<file path="config.mk">
export PLATFORM = sky130hd
export DESIGN_NAME = fuse_filter_top
export DESIGN_NICKNAME = d
export VERILOG_FILES = /design/src/fuse_filter_pkg.sv /design/src/fuse_axi_decode.sv /design/src/fuse_id_tracker.sv /design/src/fuse_access_table.sv /design/src/fuse_filter_fsm.sv /design/src/fuse_filter_top.sv
export VERILOG_INCLUDE_DIRS = /design/src /design/src/src
export SDC_FILE = /design/constraint.sdc
export NUM_CORES = 1
export LEC_CHECK = 0
export ABC_AREA = 0
export BUFFER_PORTS_ARGS = -buffer_cell sky130_fd_sc_hd__buf_2
export CAP_MARGIN = 20
export CORE_ASPECT_RATIO = 0.8
export CORE_UTILIZATION = 51
export DETAILED_ROUTE_END_ITERATION = 10
export PLACE_DENSITY = 0.77
export SETUP_SLACK_MARGIN = 0.4
export SYNTH_ARGS = -nofsm -noshare
export SYNTH_HDL_FRONTEND = slang
export SYNTH_SLANG_ARGS = --single-unit
</file>
<file path="constraint.sdc">
create_clock -name clk_i -period 1.9 [get_ports clk_i]
set_input_delay 0.19 -clock clk_i [delete_from_list [all_inputs] [get_ports clk_i]]
set_output_delay 0.19 -clock clk_i [all_outputs]
set_load 0.05 [all_outputs]
</file>
<file path="src/fuse_filter_cfg.svh">
// Fixed three-entry access table and 8-bit register offsets; ranges are inclusive fuse addresses.
`ifndef FUSE_FILTER_CFG_SVH
`define FUSE_FILTER_CFG_SVH

// ----------------------------------------
// Widths
// ----------------------------------------
`define FUSE_REG_AW 8
`define FUSE_USER_W 32
`define FUSE_ADDR_W 32

// Direct-access register offsets within the fuse controller window.
`define FUSE_OFS_CMD     8'h60
`define FUSE_OFS_ADDRESS 8'h64
`define FUSE_OFS_WDATA0  8'h68
`define FUSE_OFS_WDATA1  8'h6C

// Command codes as written to the command register.
`define FUSE_CMD_READ    32'h0000_0001
`define FUSE_CMD_WRITE   32'h0000_0002
`define FUSE_CMD_DIGEST  32'h0000_0004
`define FUSE_CMD_ZEROIZE 32'h0000_0008

// ----------------------------------------
// Access-control table
// ----------------------------------------
`define FUSE_TBL_N 3

// Entry 0 is owned by the security core, entries 1 and 2 by the microcontroller.
`define FUSE_TBL0_LO 32'h0000_0000
`define FUSE_TBL0_HI 32'h0000_00FF
`define FUSE_TBL1_LO 32'h0000_0100
`define FUSE_TBL1_HI 32'h0000_03FF
`define FUSE_TBL2_LO 32'h0000_0400
`define FUSE_TBL2_HI 32'h0000_07FF

// Secret fuses, where zeroization needs the FIPS override.
`define FUSE_SECRET_LO 32'h0000_0040
`define FUSE_SECRET_HI 32'h0000_007F

`endif

</file>
<file path="src/fuse_filter_pkg.sv">
// Types only; the bus view carries just the write-channel fields the filter observes.
`include "fuse_filter_cfg.svh"

package fuse_filter_pkg;

    typedef logic [`FUSE_REG_AW-1:0] reg_ofs_t;
    typedef logic [`FUSE_USER_W-1:0] axi_user_t;
    typedef logic [`FUSE_ADDR_W-1:0] fuse_addr_t;

    // Command word written to the command register.
    typedef enum logic [`FUSE_ADDR_W-1:0] {
        DAI_READ    = `FUSE_CMD_READ,
        DAI_WRITE   = `FUSE_CMD_WRITE,
        DAI_DIGEST  = `FUSE_CMD_DIGEST,
        DAI_ZEROIZE = `FUSE_CMD_ZEROIZE
    } dai_cmd_e;

    typedef enum logic [2:0] {
        RESET_ST,
        IDLE_ST,
        WDATA_ADDR_ST,
        WDATA_ST,
        FUSE_ADDR_AXI_ADDR_ST,
        FUSE_ADDR_AXI_WR_ST,
        FUSE_CMD_AXI_ADDR_ST,
        DISCARD_ST
    } filter_state_e;

    // ----------------------------------------
    // Structs passed between the blocks
    // ----------------------------------------
    typedef struct packed {
        logic       awvalid;
        logic       awready;
        reg_ofs_t   awaddr;
        axi_user_t  awuser;
        logic       wvalid;
        logic       wready;
        fuse_addr_t wdata;
    } axi_obs_t;

    typedef struct packed {
        logic wdata0_aw;
        logic wdata1_aw;
        logic address_aw;
        logic cmd_aw;
        logic w_event;
        logic any_aw;
    } seq_evt_t;

    typedef struct packed {
        logic data0;
        logic data1;
        logic addr_id;
        logic cmd_id;
        logic fuse_addr;
    } latch_ctl_t;

    typedef struct packed {
        logic all_same_id;
        logic addr_cmd_same_id;
        logic secret_access;
    } id_status_t;

endpackage

</file>
<file path="src/fuse_axi_decode.sv">
// Purely combinational; an address hit needs awvalid and awready high in the same cycle.
`timescale 1ns/1ps
`include "fuse_filter_cfg.svh"

module fuse_axi_decode (
    input  fuse_filter_pkg::axi_obs_t core_wr_i,
    output fuse_filter_pkg::seq_evt_t evt_o
);
    import fuse_filter_pkg::*;

    logic     aw_hs;
    logic     w_hs;
    reg_ofs_t aw_ofs;
    logic     hit_wdata0;
    logic     hit_wdata1;
    logic     hit_address;
    logic     hit_cmd;

    // Handshakes on the two observed channels.
    assign aw_hs  = core_wr_i.awvalid && core_wr_i.awready;
    assign w_hs   = core_wr_i.wvalid && core_wr_i.wready;
    assign aw_ofs = core_wr_i.awaddr;

    // ----------------------------------------
    // Register map hits
    // ----------------------------------------
    assign hit_wdata0  = aw_hs && (aw_ofs == reg_ofs_t'(`FUSE_OFS_WDATA0));
    assign hit_wdata1  = aw_hs && (aw_ofs == reg_ofs_t'(`FUSE_OFS_WDATA1));
    assign hit_address = aw_hs && (aw_ofs == reg_ofs_t'(`FUSE_OFS_ADDRESS));
    assign hit_cmd     = aw_hs && (aw_ofs == reg_ofs_t'(`FUSE_OFS_CMD));

    assign evt_o.wdata0_aw  = hit_wdata0;
    assign evt_o.wdata1_aw  = hit_wdata1;
    assign evt_o.address_aw = hit_address;
    assign evt_o.cmd_aw     = hit_cmd;

    // Data beats are not tied to an offset; the state machine knows which phase it is in.
    assign evt_o.w_event = w_hs;

    // Offsets are distinct, so at most one hit is set in any cycle.
    assign evt_o.any_aw = hit_wdata0 || hit_wdata1 || hit_address || hit_cmd;

endmodule

</file>
<file path="src/fuse_id_tracker.sv">
// Holds IDs and fuse address across sequences; only clear_i or reset wipes them.
`timescale 1ns/1ps
`include "fuse_filter_cfg.svh"

module fuse_id_tracker (
    input  logic                         clk_i,
    input  logic                         rst_n_i,
    input  logic                         clear_i,
    input  fuse_filter_pkg::latch_ctl_t  latch_i,
    input  fuse_filter_pkg::axi_obs_t    core_wr_i,
    output fuse_filter_pkg::fuse_addr_t  fuse_addr_o,
    output fuse_filter_pkg::axi_user_t   cmd_id_o,
    output fuse_filter_pkg::id_status_t  status_o
);
    import fuse_filter_pkg::*;

    axi_user_t  data0_id_q;
    axi_user_t  data1_id_q;
    axi_user_t  addr_id_q;
    axi_user_t  cmd_id_q;
    fuse_addr_t fuse_addr_q;
    logic       secret_q;
    logic       wdata_in_secret;

    // The secret check looks at the data beat itself, so the flag is ready
    // in the same cycle as the latched address.
    assign wdata_in_secret = (core_wr_i.wdata >= fuse_addr_t'(`FUSE_SECRET_LO)) &&
                             (core_wr_i.wdata <= fuse_addr_t'(`FUSE_SECRET_HI));

    // ----------------------------------------
    // ID and address records
    // ----------------------------------------
    always_ff @(posedge clk_i or negedge rst_n_i) begin
        if (!rst_n_i) begin
            data0_id_q  <= '0;
            data1_id_q  <= '0;
            addr_id_q   <= '0;
            cmd_id_q    <= '0;
            fuse_addr_q <= '0;
            secret_q    <= 1'b0;
        end else if (clear_i) begin
            data0_id_q  <= '0;
            data1_id_q  <= '0;
            addr_id_q   <= '0;
            cmd_id_q    <= '0;
            fuse_addr_q <= '0;
            secret_q    <= 1'b0;
        end else begin
            if (latch_i.data0) begin
                data0_id_q <= core_wr_i.awuser;
            end
            if (latch_i.data1) begin
                data1_id_q <= core_wr_i.awuser;
            end
            if (latch_i.addr_id) begin
                addr_id_q <= core_wr_i.awuser;
            end
            if (latch_i.cmd_id) begin
                cmd_id_q <= core_wr_i.awuser;
            end
            if (latch_i.fuse_addr) begin
                fuse_addr_q <= core_wr_i.wdata;
                secret_q    <= wdata_in_secret;
            end
        end
    end

    // ----------------------------------------
    // Consistency results
    // ----------------------------------------
    // The second data word only matters for secret fuses, which are written 64 bits wide.
    assign status_o.all_same_id      = (data0_id_q == addr_id_q) &&
                                       (addr_id_q == cmd_id_q) &&
                                       (!secret_q || (data1_id_q == data0_id_q));
    assign status_o.addr_cmd_same_id = (addr_id_q == cmd_id_q);
    assign status_o.secret_access    = secret_q;

    assign fuse_addr_o = fuse_addr_q;
    assign cmd_id_o    = cmd_id_q;

endmodule

</file>
<file path="src/fuse_access_table.sv">
// Table ranges are fixed by macros; only the owning user IDs come from straps at run time.
`timescale 1ns/1ps
`include "fuse_filter_cfg.svh"

module fuse_access_table (
    input  fuse_filter_pkg::fuse_addr_t fuse_addr_i,
    input  fuse_filter_pkg::axi_user_t  cmd_id_i,
    input  fuse_filter_pkg::axi_user_t  strap_cptra_user_i,
    input  fuse_filter_pkg::axi_user_t  strap_mcu_user_i,
    output logic                        wr_allowed_o
);
    import fuse_filter_pkg::*;

    axi_user_t  [`FUSE_TBL_N-1:0] tbl_user;
    fuse_addr_t [`FUSE_TBL_N-1:0] tbl_lo;
    fuse_addr_t [`FUSE_TBL_N-1:0] tbl_hi;
    logic       [`FUSE_TBL_N-1:0] entry_hit;

    // Entry list with owner and inclusive bounds.
    always_comb begin
        tbl_user[0] = strap_cptra_user_i;
        tbl_lo[0]   = `FUSE_TBL0_LO;
        tbl_hi[0]   = `FUSE_TBL0_HI;
        tbl_user[1] = strap_mcu_user_i;
        tbl_lo[1]   = `FUSE_TBL1_LO;
        tbl_hi[1]   = `FUSE_TBL1_HI;
        tbl_user[2] = strap_mcu_user_i;
        tbl_lo[2]   = `FUSE_TBL2_LO;
        tbl_hi[2]   = `FUSE_TBL2_HI;
    end

    // An entry matches when the address is inside its range and the
    // command was issued by the entry's owner.
    for (genvar i = 0; i < `FUSE_TBL_N; i++) begin : g_entry
        assign entry_hit[i] = (fuse_addr_i >= tbl_lo[i]) &&
                              (fuse_addr_i <= tbl_hi[i]) &&
                              (cmd_id_i == tbl_user[i]);
    end

    assign wr_allowed_o = |entry_hit;

endmodule

</file>
<file path="src/fuse_filter_fsm.sv">
// Tracks one programming sequence at a time; events seen in RESET_ST are ignored.
`timescale 1ns/1ps
`include "fuse_filter_cfg.svh"

module fuse_filter_fsm (
    input  logic                        clk_i,
    input  logic                        rst_n_i,
    input  logic                        fc_init_done_i,
    input  logic                        fips_zeroization_i,
    input  fuse_filter_pkg::seq_evt_t   evt_i,
    input  fuse_filter_pkg::dai_cmd_e   cmd_i,
    input  fuse_filter_pkg::id_status_t status_i,
    input  logic                        wr_allowed_i,
    input  logic                        discarded_fuse_write_i,
    output fuse_filter_pkg::latch_ctl_t latch_o,
    output logic                        clear_o,
    output logic                        discard_fuse_write_o
);
    import fuse_filter_pkg::*;

    filter_state_e state_q;
    filter_state_e state_d;
    filter_state_e aw_next;
    latch_ctl_t    aw_latch;
    logic          cmd_reject;
    logic          discard_q;

    // ----------------------------------------
    // Address-phase dispatch
    // ----------------------------------------
    // Shared by every state that may start a new register write. The hits
    // are exclusive, so the priority order has no effect.
    always_comb begin
        aw_latch = '0;
        aw_next  = IDLE_ST;
        if (evt_i.wdata0_aw) begin
            aw_latch.data0 = 1'b1;
            aw_next        = WDATA_ADDR_ST;
        end else if (evt_i.wdata1_aw) begin
            aw_latch.data1 = 1'b1;
            aw_next        = WDATA_ADDR_ST;
        end else if (evt_i.address_aw) begin
            aw_latch.addr_id = 1'b1;
            aw_next          = FUSE_ADDR_AXI_ADDR_ST;
        end else if (evt_i.cmd_aw) begin
            aw_latch.cmd_id = 1'b1;
            aw_next         = FUSE_CMD_AXI_ADDR_ST;
        end
    end

    // ----------------------------------------
    // Command rules
    // ----------------------------------------
    always_comb begin
        case (cmd_i)
            DAI_READ, DAI_DIGEST: begin
                cmd_reject = !wr_allowed_i || !status_i.addr_cmd_same_id;
            end
            DAI_WRITE: begin
                cmd_reject = !wr_allowed_i || !status_i.all_same_id;
            end
            DAI_ZEROIZE: begin
                // Secret fuses may only be zeroized under the FIPS override.
                cmd_reject = (status_i.secret_access && !fips_zeroization_i) ||
                             !wr_allowed_i || !status_i.addr_cmd_same_id;
            end
            default: begin
                cmd_reject = 1'b0;
            end
        endcase
    end

    // ----------------------------------------
    // Next state and latch strobes
    // ----------------------------------------
    always_comb begin
        state_d = state_q;
        latch_o = '0;
        case (state_q)
            RESET_ST: begin
                if (fc_init_done_i) begin
                    state_d = IDLE_ST;
                end
            end
            IDLE_ST, WDATA_ST, FUSE_ADDR_AXI_WR_ST: begin
                if (evt_i.any_aw) begin
                    state_d = aw_next;
                    latch_o = aw_latch;
                end
            end
            WDATA_ADDR_ST: begin
                if (evt_i.w_event) begin
                    state_d = WDATA_ST;
                end
            end
            FUSE_ADDR_AXI_ADDR_ST: begin
                // The data beat carries the fuse address.
                if (evt_i.w_event) begin
                    latch_o.fuse_addr = 1'b1;
                    state_d           = FUSE_ADDR_AXI_WR_ST;
                end
            end
            FUSE_CMD_AXI_ADDR_ST: begin
                if (evt_i.w_event) begin
                    state_d = cmd_reject ? DISCARD_ST : IDLE_ST;
                end
            end
            DISCARD_ST: begin
                if (discarded_fuse_write_i) begin
                    state_d = IDLE_ST;
                end
            end
            default: begin
                state_d = IDLE_ST;
            end
        endcase
    end

    always_ff @(posedge clk_i or negedge rst_n_i) begin
        if (!rst_n_i) begin
            state_q   <= RESET_ST;
            discard_q <= 1'b0;
        end else begin
            state_q   <= state_d;
            // Request follows the discard state with one cycle of delay.
            discard_q <= (state_q == DISCARD_ST);
        end
    end

    assign clear_o              = (state_q == RESET_ST);
    assign discard_fuse_write_o = discard_q;

endmodule

</file>
<file path="src/fuse_filter_top.sv">
// Observes the core write channel only and never stalls it; discard is a level held until acked.
`timescale 1ns/1ps
`include "fuse_filter_cfg.svh"

module fuse_filter_top (
    input  logic                       clk_i,
    input  logic                       rst_n_i,
    input  logic                       fc_init_done_i,
    input  logic                       fips_zeroization_i,
    input  fuse_filter_pkg::axi_user_t strap_cptra_user_i,
    input  fuse_filter_pkg::axi_user_t strap_mcu_user_i,
    input  fuse_filter_pkg::axi_obs_t  core_wr_i,
    input  logic                       discarded_fuse_write_i,
    output logic                       discard_fuse_write_o
);
    import fuse_filter_pkg::*;

    seq_evt_t   evt;
    latch_ctl_t latch;
    logic       clear;
    fuse_addr_t fuse_addr;
    axi_user_t  cmd_id;
    id_status_t status;
    logic       wr_allowed;
    dai_cmd_e   fuse_cmd;

    // The command beat's data word is the command code.
    assign fuse_cmd = dai_cmd_e'(core_wr_i.wdata);

    fuse_axi_decode u_decode (
        .core_wr_i (core_wr_i),
        .evt_o     (evt)
    );

    fuse_id_tracker u_tracker (
        .clk_i       (clk_i),
        .rst_n_i     (rst_n_i),
        .clear_i     (clear),
        .latch_i     (latch),
        .core_wr_i   (core_wr_i),
        .fuse_addr_o (fuse_addr),
        .cmd_id_o    (cmd_id),
        .status_o    (status)
    );

    fuse_access_table u_table (
        .fuse_addr_i        (fuse_addr),
        .cmd_id_i           (cmd_id),
        .strap_cptra_user_i (strap_cptra_user_i),
        .strap_mcu_user_i   (strap_mcu_user_i),
        .wr_allowed_o       (wr_allowed)
    );

    fuse_filter_fsm u_fsm (
        .clk_i                  (clk_i),
        .rst_n_i                (rst_n_i),
        .fc_init_done_i         (fc_init_done_i),
        .fips_zeroization_i     (fips_zeroization_i),
        .evt_i                  (evt),
        .cmd_i                  (fuse_cmd),
        .status_i               (status),
        .wr_allowed_i           (wr_allowed),
        .discarded_fuse_write_i (discarded_fuse_write_i),
        .latch_o                (latch),
        .clear_o                (clear),
        .discard_fuse_write_o   (discard_fuse_write_o)
    );

endmodule

</file>
== After elaboration in Yosys (flattened, before gate mapping) ==
Index checks and enable logic that the tools add are counted.

* Register bits: 165
* Word-level logic and storage cells: 117
* Output and inout port bits: 1

* Multiplexer cells: 36
* $lt $le $gt $ge: 8
* Reductions and logical operators: 39
* Equal/unequal tests: 26

{| class="wikitable"
|+ Operator list
! operator !! count
|-
| 32-bit 2-to-1 mux || 10
|-
| 32-bit == test || 5
|-
| 3-bit 2-to-1 mux || 12
|-
| 32-bit by 1-bit == test with 1-bit output, second input constant || 1
|-
| 32-bit by 2-bit == test with 1-bit output, second input constant || 1
|-
| 32-bit by 3-bit == test with 1-bit output, second input constant || 1
|-
| 32-bit by 4-bit == test with 1-bit output, second input constant || 1
|-
| 8-bit by 7-bit == test with 1-bit output, second input constant || 4
|-
| 32-bit by 1-bit >= comparator with 1-bit output, second input constant || 1
|-
| 32-bit by 11-bit >= comparator with 1-bit output, second input constant || 1
|-
| 32-bit by 7-bit >= comparator with 1-bit output, second input constant || 1
|-
| 32-bit by 9-bit >= comparator with 1-bit output, second input constant || 1
|-
| 32-bit by 10-bit <= comparator with 1-bit output, second input constant || 1
|-
| 32-bit by 11-bit <= comparator with 1-bit output, second input constant || 1
|-
| 32-bit by 7-bit <= comparator with 1-bit output, second input constant || 1
|-
| 32-bit by 8-bit <= comparator with 1-bit output, second input constant || 1
|-
| 3-bit one-hot mux with 6 select lines || 1
|-
| 1-bit logical AND || 16
|-
| 3-bit == test, second input constant || 4
|-
| 2-bit != test, second input constant || 6
|-
| 2-bit nonzero test || 5
|-
| 1-bit logical OR || 8
|-
| 1-bit 2-to-1 mux || 8
|-
| 3-bit by 2-bit == test with 1-bit output, second input constant || 2
|-
| other kinds (11) || 16
|}

== Depth between registers and ports, before layout ==
* Depth in word-level cells: 11
* Depth in mapped cells: 9

== Modules after synthesis ==
Synthesis repeated with hierarchy kept, for this count alone.

* Cells, all modules: 836
* Area total of the unflattened synthesis: 8,839.7 µm²

{| class="wikitable"
|+ By module, submodules not included
! module !! instances !! sequential area each (µm²) !! cells each !! area an instance (µm²)
|-
| fuse_id_tracker || 1 || 4,028.9 || 661 || 7,518.5
|-
| fuse_access_table || 1 || 0.0 || 96 || 765.7
|-
| fuse_filter_fsm || 1 || 100.1 || 64 || 445.4
|-
| fuse_axi_decode || 1 || 0.0 || 15 || 110.1
|}

== Worst setup path before layout ==
Ideal clock, no wire load.

* Path type: register to register
* From: register u_tracker.cmd_id_q[20] (netlist: u_tracker.cmd_id_o[20])
* To: register u_fsm.state_q[1]
* Setup time: 140 ps
* Path slack: -82 ps
* Required time: 1,760 ps
* Stages on the path, launching flop included: 8
* Arrival time: 1,842 ps
* Cell sequence: dfrtp_1 > xnor2_1 > nand4_1 > or4_1 > nor4_1 > o211ai_1 > a32oi_1 > o311ai_1

* Longest elaborated chain between the ends: 10
* Elaborated cells between the ends (all ways): 20
* Classes of those cells: eq/ne: 3; mux: 4; reduce/logical: 13

{| class="wikitable"
|+ Ends and longest elaborated chain
! element !! line !! RTL
|-
| start: declaration || fuse_id_tracker.sv:20 || <nowiki>axi_user_t cmd_id_q;</nowiki>
|-
| start signal: assignment || fuse_id_tracker.sv:59 || <nowiki>cmd_id_q <= core_wr_i.awuser;</nowiki>
|-
| 32-bit == test || fuse_access_table.sv:37 || <nowiki>(cmd_id_i == tbl_user[i]);</nowiki>
|-
| 1-bit logical AND || fuse_access_table.sv:36 || <nowiki>(fuse_addr_i <= tbl_hi[i]) &&</nowiki>
|-
| 3-bit OR reduction || fuse_access_table.sv:40 || <nowiki>assign wr_allowed_o = |entry_hit;</nowiki>
|-
| 1-bit zero test || fuse_filter_fsm.sv:57, fuse_filter_fsm.sv:60, fuse_filter_fsm.sv:65 ||
|-
| 1-bit logical OR || fuse_filter_fsm.sv:64 || <nowiki>cmd_reject = (status_i.secret_access && !fips_zeroization_i) ||</nowiki>
|-
| 1-bit logical OR || fuse_filter_fsm.sv:65 || <nowiki>!wr_allowed_i || !status_i.addr_cmd_same_id;</nowiki>
|-
| 1-bit one-hot mux with 3 select lines * || fuse_filter_fsm.sv:55 || <nowiki>case (cmd_i)</nowiki>
|-
| 3-bit 2-to-1 mux * || fuse_filter_fsm.sv:105 || <nowiki>state_d = cmd_reject ? DISCARD_ST : IDLE_ST;</nowiki>
|-
| 3-bit 2-to-1 mux * || fuse_filter_fsm.sv:104 || <nowiki>if (evt_i.w_event) begin</nowiki>
|-
| 3-bit one-hot mux with 6 select lines * || fuse_filter_fsm.sv:79 || <nowiki>case (state_q)</nowiki>
|-
| end signal: assignment || fuse_filter_fsm.sv:124 || <nowiki>state_q <= state_d;</nowiki>
|-
| end: declaration || fuse_filter_fsm.sv:21 || <nowiki>filter_state_e state_q;</nowiki>
|}

Every way passes the cells marked *; elsewhere a longest branch is shown, timed or not. The select of a mux whose other input is x is not followed.
A chain may end at the register's enable or synchronous reset.

== Final worst setup path ==
* From: register u_tracker.cmd_id_q[3] (netlist: u_tracker.cmd_id_o[3])
* To: register u_fsm.state_q[1]

Same word-level chain as after synthesis.

==> reports/results.tsv <==
metric	value	unit
synth-main-ff-cell	dfrtp_1	
yosysSeqAreaShare	47.2	%
p_switching	2.22	mW
gr-usage-met2	47.8	%
p_leak	5.60	nW
num_rows	41	
rsz0062_at_grt	yes	
max_clock_freq	0.424	GHz
fin_worst_skew	0.00677	ns
cp-end-kind	flip-flop	
switching_share	27.1	%
drtAntennaViolNets	0	
synth.distinct_cells	38	
dp.cells	1349	
grt.met3_usage	8.16	%
slew_viol_final	0	
critical_path_required	2.20	ns
crit_fanout	4	
routed_via_density	5.76	
antenna_found_initial	0	
cts_sinks	157	
first_global_vias	7566	
overflow	0	
vias	8106	
syn_area	0.00833	mm²
crit_type	reg -> reg	
postSynthCellCount	967	
cts_made_buffers	17	
grt_busiest_layer	met2	
clkPwrFrac	42.0	%
synth_area_leader_cell	dfrtp_1	
pwr-share-seq	42.5	%
wl	26900	µm
ys_ff_latch	157	
diodes	0	
grt_pass1_wl	40400	µm
cts-root-buf	clkbuf_16	
power	8.19	mW
vdd_drop_max	0.633	mV
ys_top_cells_by_area	dfrtp_1 47%, nand2_1 14%, xor2_1 13%	
combPwrFrac	15.5	%
whs	0.0303	ns
clock_latency	0.43	ns
drt_first_pass_iters	7	
cts_max_path_buffers	2	
p_per_area	748	mW/mm²
synth_top_area_share	47.2	%
max_slew_margin	66.5	%
grt_max_degree	58	
syn2layout_area_growth	31.4	%
htree_levels	4	
violations	negative setup slack	
final_area	0.0109	mm²
start_util	52.6	%
postLayoutCoreUtil	69.0	%
nets	1325	
p_int	5.97	mW
cts_tree	built	
yosysMostFrequentCell	nand2_1	
finalSetupViolCount	2	
outcome	finished, violations left	
grt_usage	32.6	%
worst_setup_path_start_kind	flip-flop	
place_hpwl	18500	µm
avgSynthCellArea	8.61	µm²
core_area	0.0159	mm²
drc	0	
stdcell_count	1408	
synth.net_count	1112	
timing.final.ws_setup	-0.456	ns
io_pins	146	
clkTransAtPathRegs	0.06	ns
tightest_slew	0.498	ns
final.min_clock_period	2.36	ns
hold_violations	0	
place_area	0.00988	mm²
die_w	145	µm
synthArstFlopShare	100	%
cap_violations	0	
drive_above_1_share	25.6	%
drt_iter0_drc	838	
yosys_warnings	0	
port_buffers	145	
use_met1	45.6	%
die-height	116	µm
wire_per_inst	19.1	µm
hold_path.class	in -> reg	
synth-edff-count	0	
place_congestion	0.877	
crit_arrival	2.65	ns
synth_commonest_cells	318 x nand2_1, 157 x dfrtp_1, 129 x a21oi_1	
die_area	0.0169	mm²
period_share	124	%
[placed cells by master, fill, tap and decap left out, types with 4 or more instances in the layout]
| cell type | n |
|---|---|
| a21oi_1 | 129 |
| clkbuf_16 | 17 |
| nand3_1 | 8 |
| buf_2 | 144 |
| nand4_1 | 18 |
| xor2_1 | 127 |
| xnor2_1 | 30 |
| nand3_2 | 25 |
| dlygate4sd3_1 | 23 |
| nor3_1 | 7 |
| dfrtp_1 | 155 |
| nand2_1 | 316 |
| nor4_1 | 41 |
| clkbuf_8 | 4 |
| buf_12 | 14 |
| nor2_1 | 5 |
| buf_4 | 67 |
| o21ai_0 | 7 |
| xnor2_2 | 4 |
[power groups by stage]
stage	clock network, mW	registers, mW	logic (mW)
floorplan	0	3.52	0.547
global placement	0	3.53	1.14
detailed placement	0	3.54	1.15
CTS	3.44	3.48	1.22
global route	3.60	3.49	1.35
finish	3.44	3.48	1.27
[final timing paths]
path / startpoint / endpoint / slack [ns] / cells after the start
max: u_tracker.cmd_id_o[3] / u_fsm.state_q[1] / -0.46 / 7
min: core_wr_i[10] / u_tracker.fuse_addr_o[10] / 0.03 / 3
max reg2reg: u_tracker.cmd_id_o[3] / u_fsm.state_q[1] / -0.46 / 7
min reg2reg: u_tracker.fuse_addr_o[12] / u_tracker.fuse_addr_o[12] / 0.52 / 2
max in group asynchronous: rst_n_i / u_tracker.cmd_id_o[4] / 0.95 / 3
min in group asynchronous: rst_n_i / u_tracker.data1_id_q[16] / 0.27 / 2
[kinds of logic after synthesis]
logic type | after synthesis | synth area share [%]
flops | 157 | 47.2
buf+inv | 58 | 3.24
xor+xnor | 161 | 16.9
compound gates | 144 | 8.97
simple gates | 447 | 23.7
[metal layers]
metal | wire [µm] | share of wire (%)
met3 | 3090 | 11
met1 | 11100 | 41
met2 | 11800 | 44
met5 | 0 | 0
met4 | 865 | 3.2
[per-stage QoR]
step,TNS (ns),worst slack [ns]
4_1_cts,-0.813,-0.440
6_report,-0.858,-0.456
3_3_place_gp,-0.725,-0.398
5_1_grt,-0.961,-0.502
3_5_place_dp,-0.913,-0.490
2_1_floorplan,0,0.0439
[layout make-up]
class | instances | area (µm²)
multi-input cells | 752 | 4380
clock buffers | 23 | 488
fillers | 1126 | 4910
inverters | 2 | 7.51
repair buffers | 250 | 1760
clock inverters | 9 | 110
flip-flops and latches | 157 | 3930
well taps | 215 | 269
[worst max-delay path: stages (launching register included)]
cell and delay [ns]:
dfrtp_1 0.44, xnor2_1 0.19, nand4_1 0.10, or4_4 0.53, nor4_4 0.29, o211ai_1 0.26
a32oi_2 0.29, o311ai_2 0.13
[state kept, by name, indices dropped and copies added (netlist names)]
| register | flops |
|---|---|
| u_fsm.discard_fuse_write_o | 1 |
| u_tracker.secret_q | 1 |
| u_fsm.state_q | 3 |
| u_tracker.addr_id_q | 32 |
| u_tracker.data0_id_q | 32 |
| u_tracker.data1_id_q | 32 |
| u_tracker.fuse_addr_o | 24 |
| u_tracker.cmd_id_o | 32 |
[timing repair]
item | CTS | global route
pin swaps | 32 | 52
resized for setup | 29 | 12
hold buffers | 23 | 0
hold endpoints to repair | 66 | 0
endpoints found under the setup margin | 155 | 155
buffers inserted | 0 | 4
(Power assumes the default switching activity.)
